File: src/ft_bridge_pkg.sv
`default_nettype none

package ft_bridge_pkg;

    // ==============================
    // Bus and word widths
    // ==============================
    // FT601 payload and byte-enable lanes
    localparam int DATA_W = 32;
    localparam int BE_W   = 4;
    // Channel code rides in the top two byte-enable bits
    localparam int CH_W   = 2;
    // Buffer word is {channel, byte-valid, data}
    localparam int WORD_W = 36;

    // Field offsets inside a buffer word
    localparam int DATA_LSB = 0;
    localparam int BV_LSB   = 32;
    localparam int CH_LSB   = 34;

    // Both low byte lanes valid on every word we send
    localparam logic [BE_W-CH_W-1:0] BV_ALL = 2'b11;

    // Channel codes
    // EP0 is control, EP1 bulk OUT, EP2 and EP3 bulk IN
    localparam logic [CH_W-1:0] CH_EP0 = 2'd0;
    localparam logic [CH_W-1:0] CH_EP1 = 2'd1;
    localparam logic [CH_W-1:0] CH_EP2 = 2'd2;
    localparam logic [CH_W-1:0] CH_EP3 = 2'd3;

    // ==============================
    // Buffers and counters
    // ==============================
    localparam int FIFO_DEPTH = 16;
    localparam int FIFO_AW    = $clog2(FIFO_DEPTH);
    localparam int CNT_W      = 32;

    // Bus FSM state codes
    localparam int STATE_W = 3;
    localparam logic [STATE_W-1:0] ST_IDLE     = 3'd0;
    localparam logic [STATE_W-1:0] ST_RX_OE    = 3'd1;
    localparam logic [STATE_W-1:0] ST_RX_READ  = 3'd2;
    localparam logic [STATE_W-1:0] ST_RX_WAIT  = 3'd3;
    localparam logic [STATE_W-1:0] ST_TX_SETUP = 3'd4;
    localparam logic [STATE_W-1:0] ST_TX_WRITE = 3'd5;
    localparam logic [STATE_W-1:0] ST_TX_WAIT  = 3'd6;

endpackage

`default_nettype wire

File: src/fifo_if.sv
`default_nettype none

interface fifo_if;
    import ft_bridge_pkg::*;

    // Push side
    logic              push;
    logic [WORD_W-1:0] push_word;
    logic              full;

    // Pop side, head is visible without a read delay
    logic              pop;
    logic [WORD_W-1:0] head_word;
    logic              empty;

    // Block writing into the buffer
    modport producer (output push, output push_word, input full);

    // Block draining the buffer
    modport consumer (output pop, input head_word, input empty);

    // The buffer itself
    modport store (
        input  push, input  push_word, output full,
        input  pop,  output head_word, output empty
    );

endinterface

`default_nettype wire

File: src/word_fifo.sv
`default_nettype none

module word_fifo (
    input logic   ft_clk,
    input logic   sys_rst_n,
    fifo_if.store fifo
);
    import ft_bridge_pkg::*;

    // ==============================
    // Storage and pointers
    // ==============================
    logic [WORD_W-1:0] mem [FIFO_DEPTH];

    // One extra bit tells a wrapped full from empty
    logic [FIFO_AW:0] wr_ptr;
    logic [FIFO_AW:0] rd_ptr;

    logic do_push;
    logic do_pop;

    // Guard against a push on full or a pop on empty
    assign do_push = fifo.push && !fifo.full;
    assign do_pop  = fifo.pop && !fifo.empty;

    // Pointer update
    always_ff @(posedge ft_clk or negedge sys_rst_n) begin
        if (!sys_rst_n) begin
            wr_ptr <= '0;
            rd_ptr <= '0;
        end else begin
            if (do_push) begin
                wr_ptr <= wr_ptr + (FIFO_AW+1)'(1);
            end
            if (do_pop) begin
                rd_ptr <= rd_ptr + (FIFO_AW+1)'(1);
            end
        end
    end

    // Data array
    always_ff @(posedge ft_clk) begin
        if (do_push) begin
            mem[wr_ptr[FIFO_AW-1:0]] <= fifo.push_word;
        end
    end

    // ==============================
    // Flags and show-ahead head
    // ==============================
    // Same address with opposite wrap bits means full
    assign fifo.full  = (wr_ptr[FIFO_AW] != rd_ptr[FIFO_AW]) &&
                        (wr_ptr[FIFO_AW-1:0] == rd_ptr[FIFO_AW-1:0]);
    assign fifo.empty = (wr_ptr == rd_ptr);

    // Oldest word straight from the array
    assign fifo.head_word = mem[rd_ptr[FIFO_AW-1:0]];

endmodule

`default_nettype wire

File: src/ft_bus_fsm.sv
`default_nettype none

module ft_bus_fsm (
    input  logic                             ft_clk,
    input  logic                             sys_rst_n,
    // FT601 flags, low means ready
    input  logic                             rxf_n,
    input  logic                             txe_n,
    input  logic [ft_bridge_pkg::DATA_W-1:0] data_in,
    input  logic [ft_bridge_pkg::BE_W-1:0]   be_in,
    // FT601 strobes, all active low
    output logic                             rd_n,
    output logic                             wr_n,
    output logic                             oe_n,
    output logic [ft_bridge_pkg::DATA_W-1:0] data_out,
    output logic [ft_bridge_pkg::BE_W-1:0]   be_out,
    output logic                             data_oe,
    // Buffers
    fifo_if.producer                         rx_buf,
    fifo_if.consumer                         tx_buf
);
    import ft_bridge_pkg::*;

    logic [STATE_W-1:0] state;
    logic [STATE_W-1:0] state_next;

    // A receive word can move when the chip has data and we have room
    logic rx_ok;
    // A transmit word can move when the chip has room and we have data
    logic tx_ok;

    assign rx_ok = !rxf_n && !rx_buf.full;
    assign tx_ok = !txe_n && !tx_buf.empty;

    // ==============================
    // Bus sequence
    // ==============================
    always_ff @(posedge ft_clk or negedge sys_rst_n) begin
        if (!sys_rst_n) begin
            state <= ST_IDLE;
        end else begin
            state <= state_next;
        end
    end

    always_comb begin
        state_next = state;
        case (state)
            ST_IDLE: begin
                // Receive wins when both sides are ready
                if (rx_ok) begin
                    state_next = ST_RX_OE;
                end else if (tx_ok) begin
                    state_next = ST_TX_SETUP;
                end
            end
            // Turnaround, chip starts driving the bus
            ST_RX_OE:    state_next = ST_RX_READ;
            ST_RX_READ: begin
                // Burst ends on empty chip or full buffer
                if (!rx_ok) begin
                    state_next = ST_RX_WAIT;
                end
            end
            // Turnaround, chip releases the bus
            ST_RX_WAIT:  state_next = ST_IDLE;
            // First word is put on the bus here
            ST_TX_SETUP: state_next = ST_TX_WRITE;
            ST_TX_WRITE: begin
                if (!tx_ok) begin
                    state_next = ST_TX_WAIT;
                end
            end
            ST_TX_WAIT:  state_next = ST_IDLE;
            default:     state_next = ST_IDLE;
        endcase
    end

    // ==============================
    // Strobes
    // ==============================
    // Chip drives data through RX_OE and RX_READ
    assign oe_n = !((state == ST_RX_OE) || (state == ST_RX_READ));

    // Strobes follow the live flags so each low edge moves one word
    assign rd_n = !((state == ST_RX_READ) && rx_ok);
    assign wr_n = !((state == ST_TX_WRITE) && tx_ok);

    // We own the bus from setup until the wait state ends
    assign data_oe = (state == ST_TX_SETUP) || (state == ST_TX_WRITE) ||
                     (state == ST_TX_WAIT);

    // ==============================
    // Data capture and drive
    // ==============================
    // Push on the same edge as the bus read
    assign rx_buf.push = !rd_n;

    // Pack channel, byte-valid bits and data
    always_comb begin
        rx_buf.push_word = '0;
        rx_buf.push_word[DATA_LSB +: DATA_W]    = data_in;
        rx_buf.push_word[BV_LSB +: BE_W-CH_W]   = be_in[BE_W-CH_W-1:0];
        rx_buf.push_word[CH_LSB +: CH_W]        = be_in[BE_W-1 -: CH_W];
    end

    // Head advances on every bus write
    assign tx_buf.pop = !wr_n;

    // Unpack the head word onto the bus lines
    assign data_out = tx_buf.head_word[DATA_LSB +: DATA_W];
    assign be_out   = {tx_buf.head_word[CH_LSB +: CH_W],
                       tx_buf.head_word[BV_LSB +: BE_W-CH_W]};

endmodule

`default_nettype wire

File: src/rx_endpoint_demux.sv
`default_nettype none

module rx_endpoint_demux (
    input  logic                             ft_clk,
    input  logic                             sys_rst_n,
    input  logic                             ep0_rx_ready,
    input  logic                             ep1_rx_ready,
    output logic [ft_bridge_pkg::DATA_W-1:0] ep0_rx_data,
    output logic                             ep0_rx_valid,
    output logic [ft_bridge_pkg::DATA_W-1:0] ep1_rx_data,
    output logic                             ep1_rx_valid,
    output logic [ft_bridge_pkg::CNT_W-1:0]  rx_count,
    fifo_if.consumer                         rx_buf
);
    import ft_bridge_pkg::*;

    logic [CH_W-1:0] head_ch;
    logic            delivered;
    logic            discard;

    // Channel field of the oldest word
    assign head_ch = rx_buf.head_word[CH_LSB +: CH_W];

    // Only the matching OUT endpoint sees the word
    assign ep0_rx_valid = !rx_buf.empty && (head_ch == CH_EP0);
    assign ep1_rx_valid = !rx_buf.empty && (head_ch == CH_EP1);
    assign ep0_rx_data  = rx_buf.head_word[DATA_LSB +: DATA_W];
    assign ep1_rx_data  = rx_buf.head_word[DATA_LSB +: DATA_W];

    assign delivered = (ep0_rx_valid && ep0_rx_ready) || (ep1_rx_valid && ep1_rx_ready);

    // IN-only channels have no receiver, drop those words at once
    assign discard = !rx_buf.empty && ((head_ch == CH_EP2) || (head_ch == CH_EP3));

    assign rx_buf.pop = delivered || discard;

    // Delivered word count, drops excluded
    always_ff @(posedge ft_clk or negedge sys_rst_n) begin
        if (!sys_rst_n) begin
            rx_count <= '0;
        end else if (delivered) begin
            rx_count <= rx_count + CNT_W'(1);
        end
    end

endmodule

`default_nettype wire

File: src/tx_endpoint_arbiter.sv
`default_nettype none

module tx_endpoint_arbiter (
    input  logic                             ft_clk,
    input  logic                             sys_rst_n,
    input  logic [ft_bridge_pkg::DATA_W-1:0] ep0_tx_data,
    input  logic                             ep0_tx_valid,
    input  logic [ft_bridge_pkg::DATA_W-1:0] ep2_tx_data,
    input  logic                             ep2_tx_valid,
    input  logic [ft_bridge_pkg::DATA_W-1:0] ep3_tx_data,
    input  logic                             ep3_tx_valid,
    output logic                             ep0_tx_ready,
    output logic                             ep2_tx_ready,
    output logic                             ep3_tx_ready,
    output logic [ft_bridge_pkg::CNT_W-1:0]  tx_count,
    fifo_if.producer                         tx_buf
);
    import ft_bridge_pkg::*;

    logic [CH_W-1:0]   win_ch;
    logic [DATA_W-1:0] win_data;

    // ==============================
    // Fixed priority EP0, EP2, EP3
    // ==============================
    // Ready goes to the top valid source, none while full
    assign ep0_tx_ready = !tx_buf.full && ep0_tx_valid;
    assign ep2_tx_ready = !tx_buf.full && ep2_tx_valid && !ep0_tx_valid;
    assign ep3_tx_ready = !tx_buf.full && ep3_tx_valid && !ep0_tx_valid && !ep2_tx_valid;

    // Winner's channel and payload
    always_comb begin
        if (ep0_tx_valid) begin
            win_ch   = CH_EP0;
            win_data = ep0_tx_data;
        end else if (ep2_tx_valid) begin
            win_ch   = CH_EP2;
            win_data = ep2_tx_data;
        end else begin
            win_ch   = CH_EP3;
            win_data = ep3_tx_data;
        end
    end

    // Push on the handshake edge
    assign tx_buf.push = ep0_tx_ready || ep2_tx_ready || ep3_tx_ready;

    // All byte lanes valid on endpoint traffic
    always_comb begin
        tx_buf.push_word = '0;
        tx_buf.push_word[DATA_LSB +: DATA_W]  = win_data;
        tx_buf.push_word[BV_LSB +: BE_W-CH_W] = BV_ALL;
        tx_buf.push_word[CH_LSB +: CH_W]      = win_ch;
    end

    // Accepted word count
    always_ff @(posedge ft_clk or negedge sys_rst_n) begin
        if (!sys_rst_n) begin
            tx_count <= '0;
        end else if (tx_buf.push) begin
            tx_count <= tx_count + CNT_W'(1);
        end
    end

endmodule

`default_nettype wire

File: src/ft601_bridge.sv
`default_nettype none

module ft601_bridge (
    input  logic                             ft_clk,
    input  logic                             sys_rst_n,
    // FT601 side, pad split for the board wrapper
    input  logic                             ft_rxf_n,
    input  logic                             ft_txe_n,
    input  logic [ft_bridge_pkg::DATA_W-1:0] ft_data_in,
    input  logic [ft_bridge_pkg::BE_W-1:0]   ft_be_in,
    output logic                             ft_rd_n,
    output logic                             ft_wr_n,
    output logic                             ft_oe_n,
    output logic [ft_bridge_pkg::DATA_W-1:0] ft_data_out,
    output logic [ft_bridge_pkg::BE_W-1:0]   ft_be_out,
    output logic                             ft_data_oe,
    // OUT endpoints
    input  logic                             ep0_rx_ready,
    input  logic                             ep1_rx_ready,
    output logic [ft_bridge_pkg::DATA_W-1:0] ep0_rx_data,
    output logic                             ep0_rx_valid,
    output logic [ft_bridge_pkg::DATA_W-1:0] ep1_rx_data,
    output logic                             ep1_rx_valid,
    // IN endpoints
    input  logic [ft_bridge_pkg::DATA_W-1:0] ep0_tx_data,
    input  logic                             ep0_tx_valid,
    input  logic [ft_bridge_pkg::DATA_W-1:0] ep2_tx_data,
    input  logic                             ep2_tx_valid,
    input  logic [ft_bridge_pkg::DATA_W-1:0] ep3_tx_data,
    input  logic                             ep3_tx_valid,
    output logic                             ep0_tx_ready,
    output logic                             ep2_tx_ready,
    output logic                             ep3_tx_ready,
    // Statistics
    output logic [ft_bridge_pkg::CNT_W-1:0]  rx_count,
    output logic [ft_bridge_pkg::CNT_W-1:0]  tx_count
);

    // ==============================
    // Buffers, host to device and back
    // ==============================
    fifo_if rx_buf ();
    fifo_if tx_buf ();

    word_fifo u_rx_fifo (.ft_clk(ft_clk), .sys_rst_n(sys_rst_n), .fifo(rx_buf));
    word_fifo u_tx_fifo (.ft_clk(ft_clk), .sys_rst_n(sys_rst_n), .fifo(tx_buf));

    // Chip-facing sequencer
    ft_bus_fsm u_bus_fsm (
        .ft_clk    (ft_clk),    .sys_rst_n (sys_rst_n),
        .rxf_n     (ft_rxf_n),  .txe_n     (ft_txe_n),
        .data_in   (ft_data_in), .be_in    (ft_be_in),
        .rd_n      (ft_rd_n),   .wr_n      (ft_wr_n),
        .oe_n      (ft_oe_n),   .data_out  (ft_data_out),
        .be_out    (ft_be_out), .data_oe   (ft_data_oe),
        .rx_buf    (rx_buf),    .tx_buf    (tx_buf)
    );

    // Received words out to EP0 and EP1
    rx_endpoint_demux u_rx_demux (
        .ft_clk       (ft_clk),       .sys_rst_n    (sys_rst_n),
        .ep0_rx_ready (ep0_rx_ready), .ep1_rx_ready (ep1_rx_ready),
        .ep0_rx_data  (ep0_rx_data),  .ep0_rx_valid (ep0_rx_valid),
        .ep1_rx_data  (ep1_rx_data),  .ep1_rx_valid (ep1_rx_valid),
        .rx_count     (rx_count),     .rx_buf       (rx_buf)
    );

    // IN endpoints merged into the transmit buffer
    tx_endpoint_arbiter u_tx_arb (
        .ft_clk       (ft_clk),       .sys_rst_n    (sys_rst_n),
        .ep0_tx_data  (ep0_tx_data),  .ep0_tx_valid (ep0_tx_valid),
        .ep2_tx_data  (ep2_tx_data),  .ep2_tx_valid (ep2_tx_valid),
        .ep3_tx_data  (ep3_tx_data),  .ep3_tx_valid (ep3_tx_valid),
        .ep0_tx_ready (ep0_tx_ready), .ep2_tx_ready (ep2_tx_ready),
        .ep3_tx_ready (ep3_tx_ready), .tx_count     (tx_count),
        .tx_buf       (tx_buf)
    );

endmodule

`default_nettype wire

File: config.mk
export PLATFORM = sky130hd
export DESIGN_NAME = ft601_bridge
export DESIGN_NICKNAME = d
export VERILOG_FILES = /design/src/ft_bridge_pkg.sv /design/src/fifo_if.sv /design/src/word_fifo.sv /design/src/ft_bus_fsm.sv /design/src/rx_endpoint_demux.sv /design/src/tx_endpoint_arbiter.sv /design/src/ft601_bridge.sv
export SDC_FILE = /design/constraint.sdc
export NUM_CORES = 1
export LEC_CHECK = 0
export ABC_AREA = 1
export BUFFER_PORTS_ARGS = -buffer_cell sky130_fd_sc_hd__buf_2
export CORE_ASPECT_RATIO = 0.9
export CORE_MARGIN = 3
export CORE_UTILIZATION = 40
export CTS_BUF_LIST = sky130_fd_sc_hd__clkbuf_4
export CTS_CLUSTER_SIZE = 30
export DETAILED_ROUTE_END_ITERATION = 8
export PLACE_DENSITY = 0.62
export SETUP_SLACK_MARGIN = 0.5
export SYNTH_ARGS = -nofsm -noshare
export SYNTH_HDL_FRONTEND = slang
export SYNTH_SLANG_ARGS = --single-unit
File: constraint.sdc
create_clock -name ft_clk -period 3.5 [get_ports ft_clk]
set_clock_uncertainty 0.05 [all_clocks]
set_input_delay 0.7 -clock ft_clk [delete_from_list [all_inputs] [get_ports ft_clk]]
set_output_delay 0.7 -clock ft_clk [all_outputs]
set_load 0.05 [all_outputs]
After elaboration in Yosys (flattened, before gate mapping)
Memories as Yosys holds them, arrays and structs flattened.
Index checks and enable logic that the tools add are counted.

storage, ports and cells
  bits in writable memories = 1,120
  output and inout port bits = 173
  register bits after elaboration = 87
  memories kept = 2

cells by class
  equal/unequal tests = 17
  reduce and logical (&&, ||, !) cells = 43
  $add $sub $neg = 6
  muxes and demuxes = 13

memories
  memory         depth  bits a word  read ports  clocked after Yosys merged registers in  wr ports  RTL line         source
  u_rx_fifo.mem  16     36           1           0                                        1         word_fifo.sv:13  logic [WORD_W-1:0] mem [FIFO_DEPTH];
  u_tx_fifo.mem  16     34           1           0                                        1         word_fifo.sv:13

operator list
  operator                                                                number
  32-bit by 1-bit adder with 32-bit output (second input constant)        2
  32-bit 2-to-1 mux                                                       2
  1-bit logical AND                                                       21
  5-bit by 1-bit adder with 5-bit output (second input constant)          4
  3-bit case mux with 5 select lines                                      1
  3-bit 2-to-1 mux                                                        4
  1-bit logical NOT                                                       11
  5-bit equality test                                                     2
  3-bit equality test (second input constant)                             3
  4-bit equality test                                                     2
  1-bit logical OR                                                        8
  1-bit 2-to-1 mux                                                        5
  2-bit equality test (second input constant)                             2
  2-bit != test (second input constant)                                   2
  3-bit by 1-bit equality test with 1-bit output (second input constant)  1
  3-bit by 2-bit equality test with 1-bit output (second input constant)  1
  3-bit logical NOT                                                       1
  3-bit by 1-bit != test with 1-bit output (second input constant)        1
  3-bit AND reduction                                                     1
  2-bit by 1-bit equality test with 1-bit output (second input constant)  1
  2-bit logical NOT                                                       1
  2-bit 2-to-1 mux                                                        1
  1-bit != test                                                           2

Longest topological paths before layout
Gate-level depths: netlist of the first run.

  depth in word-level cells = 10
  mapped depth = 17

Cells and area by module
From an unflattened synthesis of the first run, not the netlist that was laid out.

unflattened totals
  cells, all modules = 4,972
  area, all modules = 53,497.6 µm²

by module, submodules not included
  module               cells each  instances  area an instance (µm²)
  word_fifo            2,077       2          23,909.2
  tx_endpoint_arbiter  380         1          2,446.1
  rx_endpoint_demux    329         1          2,444.8
  ft_bus_fsm           109         1          788.3

Worst setup path after synthesis of the first run
No wires, ideal clock.

  kind = input port to flip-flop
  from = input port ep0_tx_valid
  to = memory u_tx_fifo.mem[0][0] (netlist name), enable pin
  cell stages on the path = 8
  setup slack = 0.070 ns
  arrival = 2.955 ns
  buffers on the path = 2
  required time = 3.025 ns
  cell sequence = buf_2 > nor2_1 > nand2_1 > nand2_2 > inv_1 > buf_2 > nand2_1 > nor2_1

between the ends
  word-level cells in the longest chain between the ends = 7

ends and longest elaborated chain
  item                                                          RTL line                                              source
  start, declared                                               ft601_bridge.sv:26                                    input logic ep0_tx_valid,
  1-bit logical NOT                                             tx_endpoint_arbiter.sv:28, tx_endpoint_arbiter.sv:29
  1-bit logical AND (on tied branches)                          tx_endpoint_arbiter.sv:28, tx_endpoint_arbiter.sv:29
  1-bit logical OR / 1-bit logical AND (equally long branches)  tx_endpoint_arbiter.sv:46, tx_endpoint_arbiter.sv:29
  1-bit logical OR *                                            tx_endpoint_arbiter.sv:46                             assign tx_buf.push = ep0_tx_ready || ep2_tx_ready || ep3_tx_ready;
  1-bit logical AND *                                           word_fifo.sv:23                                       assign do_push = fifo.push && !fifo.full;
  1-bit 2-to-1 mux *                                            word_fifo.sv:43                                       if (do_push) begin
  1-bit 2-to-1 mux (implied by the code) *                      word_fifo.sv:44                                       mem[wr_ptr[FIFO_AW-1:0]] <= fifo.push_word;
  end, declared                                                 word_fifo.sv:13

Mark *: on every way between the ends. The rest lies on a longest branch, timed or not.

Final worst setup path of the first run
  from = register u_rx_fifo.rd_ptr[0]
  to = output port ep1_rx_data[27] (netlist name)

between the ends
  word-level cells in the longest chain between the ends = 1

ends and longest elaborated chain
  item                    RTL line            source
  start, declared         word_fifo.sv:17     logic [FIFO_AW:0] rd_ptr;
  start signal, assigned  word_fifo.sv:36     rd_ptr <= rd_ptr + (FIFO_AW+1)'(1);
  memory 16 x 36 bit      --
  end, declared           ft601_bridge.sv:22  output logic [ft_bridge_pkg::DATA_W-1:0] ep1_rx_data,

Every way passes these cells.

==> run summary, run 1 <==
Min-delay worst type: in -> async
Clk buf depth: 4
Die area: 123900 sq um
Slew Viols, Final: 0
Routed vias: 35.39k
Vias per cell: 5.598
Slew headroom: 47.12%
Total Neg Setup Slack: -22.27 ns
Ports: 314
Yosys cell types: 34
Max-cap viol count: 0
Period utilisation layout: 109.2%
Die Span X: 370.7 um
CTS H-Tree Depth: 5
Grt ovf: 0
Pin count of the biggest net entering global routing: 67
Syn Inst Count: 3867
Register area share after synthesis: 72.79%
Detailed Routing Iterations Pass 1: 8
Residual DRC: 0
Reg-to-reg startpoint: u_rx_fifo.rd_ptr[0]
Final-layout fill cell count: 10.01k
Worst-Margin Slew: 0.7932 ns
RSZ-0062 raised after global routing: yes
Clock-pin slew on the worst setup and hold paths: 0.07 ns
Layout cells sized above 1: 28.78%
Clock tree sinks: 1175
FF-to-FF End: u_bus_fsm.state[0]
Total Wirelength: 147500 um
Clock Latency Late Sink: 1.24 ns
Routed len/inst: 23.33 um
GP Congestion: 0.8476
Fmax: 0.2618 GHz
Final Hold Fails: 0
Pre-CTS WS: 0.3874 ns
Final setup vio count: 105
Antenna-violating nets left: 0
CP max FO: 6
Tot Pwr: 59.64 mW
Outcome: complete, but fails checks
WP data arrival: 3.07 ns
Worst vdd ir: 816.6 uV
Leakage power: 22.17 nW
Failing checks: negative setup slack
Nature of the critical path startpoint: flip-flop
Reg2Reg Setup Slack: 0.43 ns
Synth warn: 0
CTS tree: yes
Vias in the first global route: 33.00k
Yosys reg bits: 1175
Clock root cell: clkbuf_4
Pwr per Cell Area: 969.0 nW/um^2
Average footprint of a synthesized cell: 12.38 sq um
Die Y: 334.2 um
Post-placement cell area: 52040 sq um
Crit path capture type: output pin
Initial drt markers: 4253
Initial antenna violation count: 9
Worst R2R Path Depth: 12
Crit path kind: reg -> out
Finished Cell Area: 61550 sq um
FP Rows: 119
Layout Utilization: 52.20%
First-pass GRT wire length: 208300 um
Crit path required time: 2.75 ns
Final HPWL DP: 70800 um
Minimum clock period: 3.820 ns
Starting Density: 40.60%
Mapped Area: 47870 sq um
IO Port Bufs: 309
Area Overhead vs Synth: 28.57%
PnR worst setup slack: -0.3203 ns
TritonCTS Buffers: 318
Non-Filler Instances: 6322
Hold_ws: 0.1144 ns
Nets: 4712
Dpl cells: 5595
Gr usage total: 22.47%
Core Region: 117900 sq um
-- placed cells by master, fill, tap and decap left out, types with 8 or more instances in the layout --
| cell type | count |
|---|---|
| nor3_1 | 32 |
| nor4_1 | 12 |
| o21ai_1 | 132 |
| buf_4 | 102 |
| nand2_1 | 471 |
| nand3_2 | 58 |
| nand3_1 | 96 |
| clkinv_1 | 40 |
| xor2_1 | 72 |
| nor2_4 | 59 |
| dfrtp_1 | 81 |
| diode_2 | 10 |
| buf_8 | 57 |
| inv_1 | 83 |
| buf_6 | 74 |
| edfxtp_1 | 1088 |
| o22ai_1 | 147 |
| o221ai_2 | 27 |
| nand4_1 | 25 |
| buf_16 | 55 |
| o221ai_1 | 83 |
| clkbuf_4 | 448 |
| nand3_4 | 19 |
| o211ai_1 | 22 |
| clkinv_2 | 8 |
| nor2_1 | 529 |
| buf_12 | 56 |
| ha_1 | 12 |
| nor2_2 | 50 |
| inv_2 | 12 |
| o21ai_0 | 391 |
| dlygate4sd3_1 | 46 |
| xnor2_1 | 9 |
| clkbuf_16 | 24 |
| buf_2 | 202 |
| o21ai_2 | 45 |
-- cell type report --
| type | count | area (sq um) | share of cell area [%] |
|---|---|---|---|
| repair inverters | 15 | 240.2 | 0.3903 |
| flip-flops and latches | 1175 | 34870 | 56.65 |
| clock inverters | 52 | 261.5 | 0.4248 |
| well taps | 1573 | 1968 | 3.198 |
| inverters | 101 | 462.9 | 0.7521 |
| diodes | 10 | 25.02 | 0.04066 |
| clock buffers | 448 | 3363 | 5.464 |
| multi-input cells | 2324 | 12960 | 21.05 |
| repair buffers | 624 | 7403 | 12.03 |
-- Yosys cell counts --
master | count | share of area [%]
nand3_1 | 171 | 1.8
nor2_2 | 4 | 0.052
nand2_2 | 2 | 0.026
a21oi_1 | 3 | 0.031
a31oi_1 | 1 | 0.013
buf_2 | 25 | 0.26
nor3_1 | 33 | 0.34
nor2_1 | 631 | 4.9
inv_4 | 2 | 0.026
or2_2 | 1 | 0.013
nor4_1 | 12 | 0.16
o22ai_1 | 154 | 2.0
nand3_4 | 2 | 0.073
dfrtp_1 | 87 | 4.5
nor2_4 | 3 | 0.071
xor2_1 | 73 | 1.3
ha_1 | 12 | 0.31
edfxtp_1 | 1088 | 68
nand2_8 | 1 | 0.042
clkinv_1 | 2 | 0.016
conb_1 | 1 | 0.0078
buf_1 | 12 | 0.094
clkbuf_1 | 186 | 1.5
o21ai_0 | 522 | 5.5
o211ai_1 | 22 | 0.34
inv_2 | 6 | 0.047
o221ai_1 | 110 | 2.0
inv_1 | 91 | 0.71
xnor2_1 | 9 | 0.16
nand4_1 | 25 | 0.33
buf_6 | 7 | 0.16
buf_4 | 38 | 0.60
o21ai_1 | 52 | 0.54
nand2_1 | 479 | 3.8
-- logic make-up (layout without fill, tap and decap cells) --
| group | after synthesis | count (layout) | synth area share [%] |
|---|---|---|---|
| simple gates | 1364 | 1364 | 11.60 |
| flops | 1175 | 1175 | 72.79 |
| compound gates | 864 | 864 | 10.41 |
| buf+inv | 369 | 1240 | 3.377 |
| xor+xnor | 82 | 82 | 1.500 |
| fa+ha+maj | 12 | 12 | 0.3136 |
| other cells | 1 | 12 | 0.007833 |
-- routing by layer --
metal / wire length, um / GRT usage [%]
met5: 172 / 0
met4: 3788 / 8.004
met3: 16070 / 5.500
met2: 65340 / 32.97
met1: 62100 / 32.57
-- registers in the layout (all words and copies together), names as in the netlist --
name,cells
u_bus_fsm.state,3
u_rx_demux.rx_count,32
u_rx_fifo.mem,544
u_rx_fifo.rd_ptr,5
u_rx_fifo.wr_ptr,5
u_tx_arb.tx_count,32
u_tx_fifo.mem,544
u_tx_fifo.rd_ptr,5
u_tx_fifo.wr_ptr,5
-- critical path: stages, from the launching register on --
cell	delay (ns)
dfrtp_4	0.51
buf_6	0.17
buf_8	0.15
buf_12	0.13
o21ai_4	0.14
o22ai_2	0.10
o211ai_1	0.33
nand3_4	0.19
buf_8	0.20
-- power by group --
part	total (mW)	internal (mW)	switching (mW)	leakage, nW
registers	17.9	17.1	0.776	11.0
clock network	11.3	5.95	5.39	2.19
logic	30.4	11.2	19.2	9.01
total	59.6	34.2	25.4	22.2
-- how the worst max path moves through the flow --
stage | start | to | slack [ns]
floorplan | ep0_tx_valid | u_tx_fifo.mem[0][0] | 0.07
global placement | u_rx_fifo.rd_ptr[0] | u_rx_fifo.mem[4][6] | 0.42
detailed placement | u_rx_fifo.rd_ptr[0] | u_rx_fifo.mem[12][10] | 0.39
CTS | u_rx_fifo.rd_ptr[1] | ep1_rx_data[27] | -0.38
global route | u_rx_fifo.rd_ptr[1] | ep0_rx_data[11] | -0.49
finish | u_rx_fifo.rd_ptr[0] | ep1_rx_data[27] | -0.32
-- what timing repair did --
item                       CTS  global route
gates cloned                51            35
hold endpoints to repair   628             0
gates resized for setup    448           376
buffers inserted            53            32
pin swaps                   81           126
hold buffers                46             0
setup endpoints to repair  208           204
Note: power is estimated with default switching activity, not from simulation.
==> run 2: changes to the inputs <==
Settings changed: ABC_AREA 1 to unset.
==> run 2 against run 1 <==
  * The flow still finishes with violations (negative setup slack)
  * Synthesized area down 3.5%
  * Non-clock buffer count grew 15
  * Sequential share of layout area up 3.4 points
  * Critical path type unchanged
==> run summary, run 2 <==
Outcome: complete, but fails checks
Failing checks: negative setup slack
Layout cells sized above 1: 46.34%
Layout Utilization: 50.96%
Final Hold Fails: 0
Residual DRC: 0
Slew headroom: 33.62%
Final-layout fill cell count: 9066
WP data arrival: 3.41 ns
Worst-Margin Slew: 0.9890 ns
Syn Inst Count: 2100
Area Overhead vs Synth: 25.61%
Reg-to-reg startpoint: u_rx_fifo.rd_ptr[0]
Crit path required time: 2.75 ns
Max-cap viol count: 0
Final setup vio count: 105
FP Rows: 117
Final HPWL DP: 58920 um
Commonest non-fill, non-tap cells in the layout: edfxtp_1, clkbuf_4, mux4_2, buf_2, buf_4
Clock-pin slew on the worst setup and hold paths: 0.07 ns
CTS tree: yes
Synth area leader: edfxtp_1
Tot Pwr: 50.13 mW
TritonCTS Buffers: 310
Share of the synthesized area in the top cell type: 70.71%
Post-synth top cells: edfxtp_1, mux4_2, dfrtp_1
Routed vias: 24.39k
Core Region: 113900 sq um
Mapped Area: 46210 sq um
GP Congestion: 0.7709
Setup crit start: u_rx_fifo.rd_ptr[0]
Pwr per Cell Area: 863.6 nW/um^2
First-pass GRT wire length: 162500 um
Synth warn: 0
Period utilisation layout: 118.7%
Clock Latency Late Sink: 1.15 ns
CTS H-Tree Depth: 5
Gr usage total: 18.45%
PnR worst setup slack: -0.6556 ns
Yosys reg bits: 1175
Number of flops mapped to enable cells by yosys: 1088
Crit path kind: reg -> out
Initial antenna violation count: 7
Nets: 3068
Worst vdd ir: 1364 uV
Detailed Routing Iterations Pass 1: 5
Average footprint of a synthesized cell: 22.00 sq um
Yosys cell types: 45
IO Port Bufs: 309
Minimum clock period: 4.156 ns
Clock root cell: clkbuf_4
Initial drt markers: 1919
Slew Viols, Final: 0
Die area: 119600 sq um
Clk buf depth: 4
Total Wirelength: 110600 um
Commonest non-fill, non-tap cell in the layout: edfxtp_1
Routed len/inst: 24.14 um
Fmax: 0.2406 GHz
Most frequent cell after synthesis: edfxtp_1
Leakage power: 20.14 nW
Starting Density: 40.57%
Min-delay worst type: in -> reg
Vias per cell: 5.323
Ys flop type: edfxtp_1
Clock tree sinks: 1175
CP max FO: 4
Ports: 314
Crit path capture type: output pin
RSZ-0062 raised after global routing: yes
Hold Startpoint: ep3_tx_data[15]
Total Neg Setup Slack: -53.97 ns
Nature of the critical path startpoint: flip-flop
Pre-CTS WS: 0.3031 ns
Die Y: 328.4 um
Vias in the first global route: 25.92k
Grt ovf: 0
Synth top area cells: edfxtp_1, mux4_2, dfrtp_1, xor2_1, mux2i_1
Die Span X: 364.3 um
Share of flip-flops with an asynchronous set or reset: 7.404%
Antenna-violating nets left: 0
Register area share after synthesis: 75.42%
Pin count of the biggest net entering global routing: 57
## run 2: per-stage QoR
stage	cells	hold slack (ns)	area [sq um]
2_1_floorplan	2101	0.3544	46840
3_3_place_gp	3893	0.4068	50700
3_5_place_dp	3893	0.4020	50700
4_1_cts	4535	0.002716	57300
5_1_grt	4580	0.09433	58040
6_report	4582	0.1938	58040
## run 2: where the power goes
part	total (mW)	leakage (nW)	internal, mW	switching, mW
clock network	10.8	2.10	5.63	5.20
logic	21.7	7.10	9.82	11.8
registers	17.6	10.9	17.0	0.654
total	50.1	20.1	32.4	17.7
## run 2: area by class of cell
type | count | area [sq um] | share of cell area [%]
inverter | 17 | 71.32 | 0.1229
clock inverter | 67 | 327.8 | 0.5648
timing repair buffer | 639 | 6659 | 11.47
sequential | 1175 | 34870 | 60.08
antenna | 7 | 17.52 | 0.03018
tap | 1487 | 1861 | 3.206
multi-input combinational | 772 | 11090 | 19.11
clock buffer | 418 | 3138 | 5.407
## run 2: final timing paths
path / slack (ns) / to / cells past startpoint
max: -0.66 / ep0_rx_data[20] / 7
min: 0.19 / u_tx_fifo.mem[1][15] / 4
max reg2reg: 0.49 / u_rx_demux.rx_count[1] / 10
min reg2reg: 0.41 / u_rx_demux.rx_count[31] / 1
max in group asynchronous: 2.25 / u_rx_demux.rx_count[3] / 4
min in group asynchronous: 0.52 / u_tx_fifo.wr_ptr[0] / 3
## run 2: per-layer routing
| metal | track usage, % | vias up | routed length, um |
|---|---|---|---|
| met3 | 3.627 | 171 | 6193 |
| met4 | 6.677 | 2 | 1894 |
| met2 | 32.86 | 876 | 60530 |
| met5 | 0 | - | 13 |
| met1 | 22.30 | 12820 | 41970 |
| li1 | - | 10520 | - |
## run 2: logic make-up (layout without fill, tap and decap cells)
| kind of cell | Yosys count | after routing | synth area share (%) |
|---|---|---|---|
| buffers and inverters | 154 | 1141 | 1.649 |
| XOR/XNOR | 89 | 89 | 1.687 |
| AND/OR/NAND/NOR | 238 | 238 | 2.889 |
| multiplexers | 381 | 381 | 17.39 |
| other | 1 | 9 | 0.008116 |
| AO/OA/AOI/OAI | 50 | 50 | 0.6336 |
| adder cells (fa/ha/maj) | 12 | 12 | 0.3249 |
| flip-flops | 1175 | 1175 | 75.42 |
## run 2: what timing repair did
item                                   in CTS  in global routing
buffers inserted                           44                 28
resized for setup                         339                 59
pin swaps                                   9                 14
hold buffers                               91                  2
setup endpoints to repair                 541                190
cloned                                     22                  9
endpoints found under the hold margin    1049                  1
## run 2: critical path, stage by stage, from the launching register on
cell and delay [ns]:
dfrtp_4 0.54, buf_6 0.15, buf_12 0.12, buf_16 0.13
buf_8 0.13, mux4_2 0.42, mux4_2 0.59, buf_8 0.20
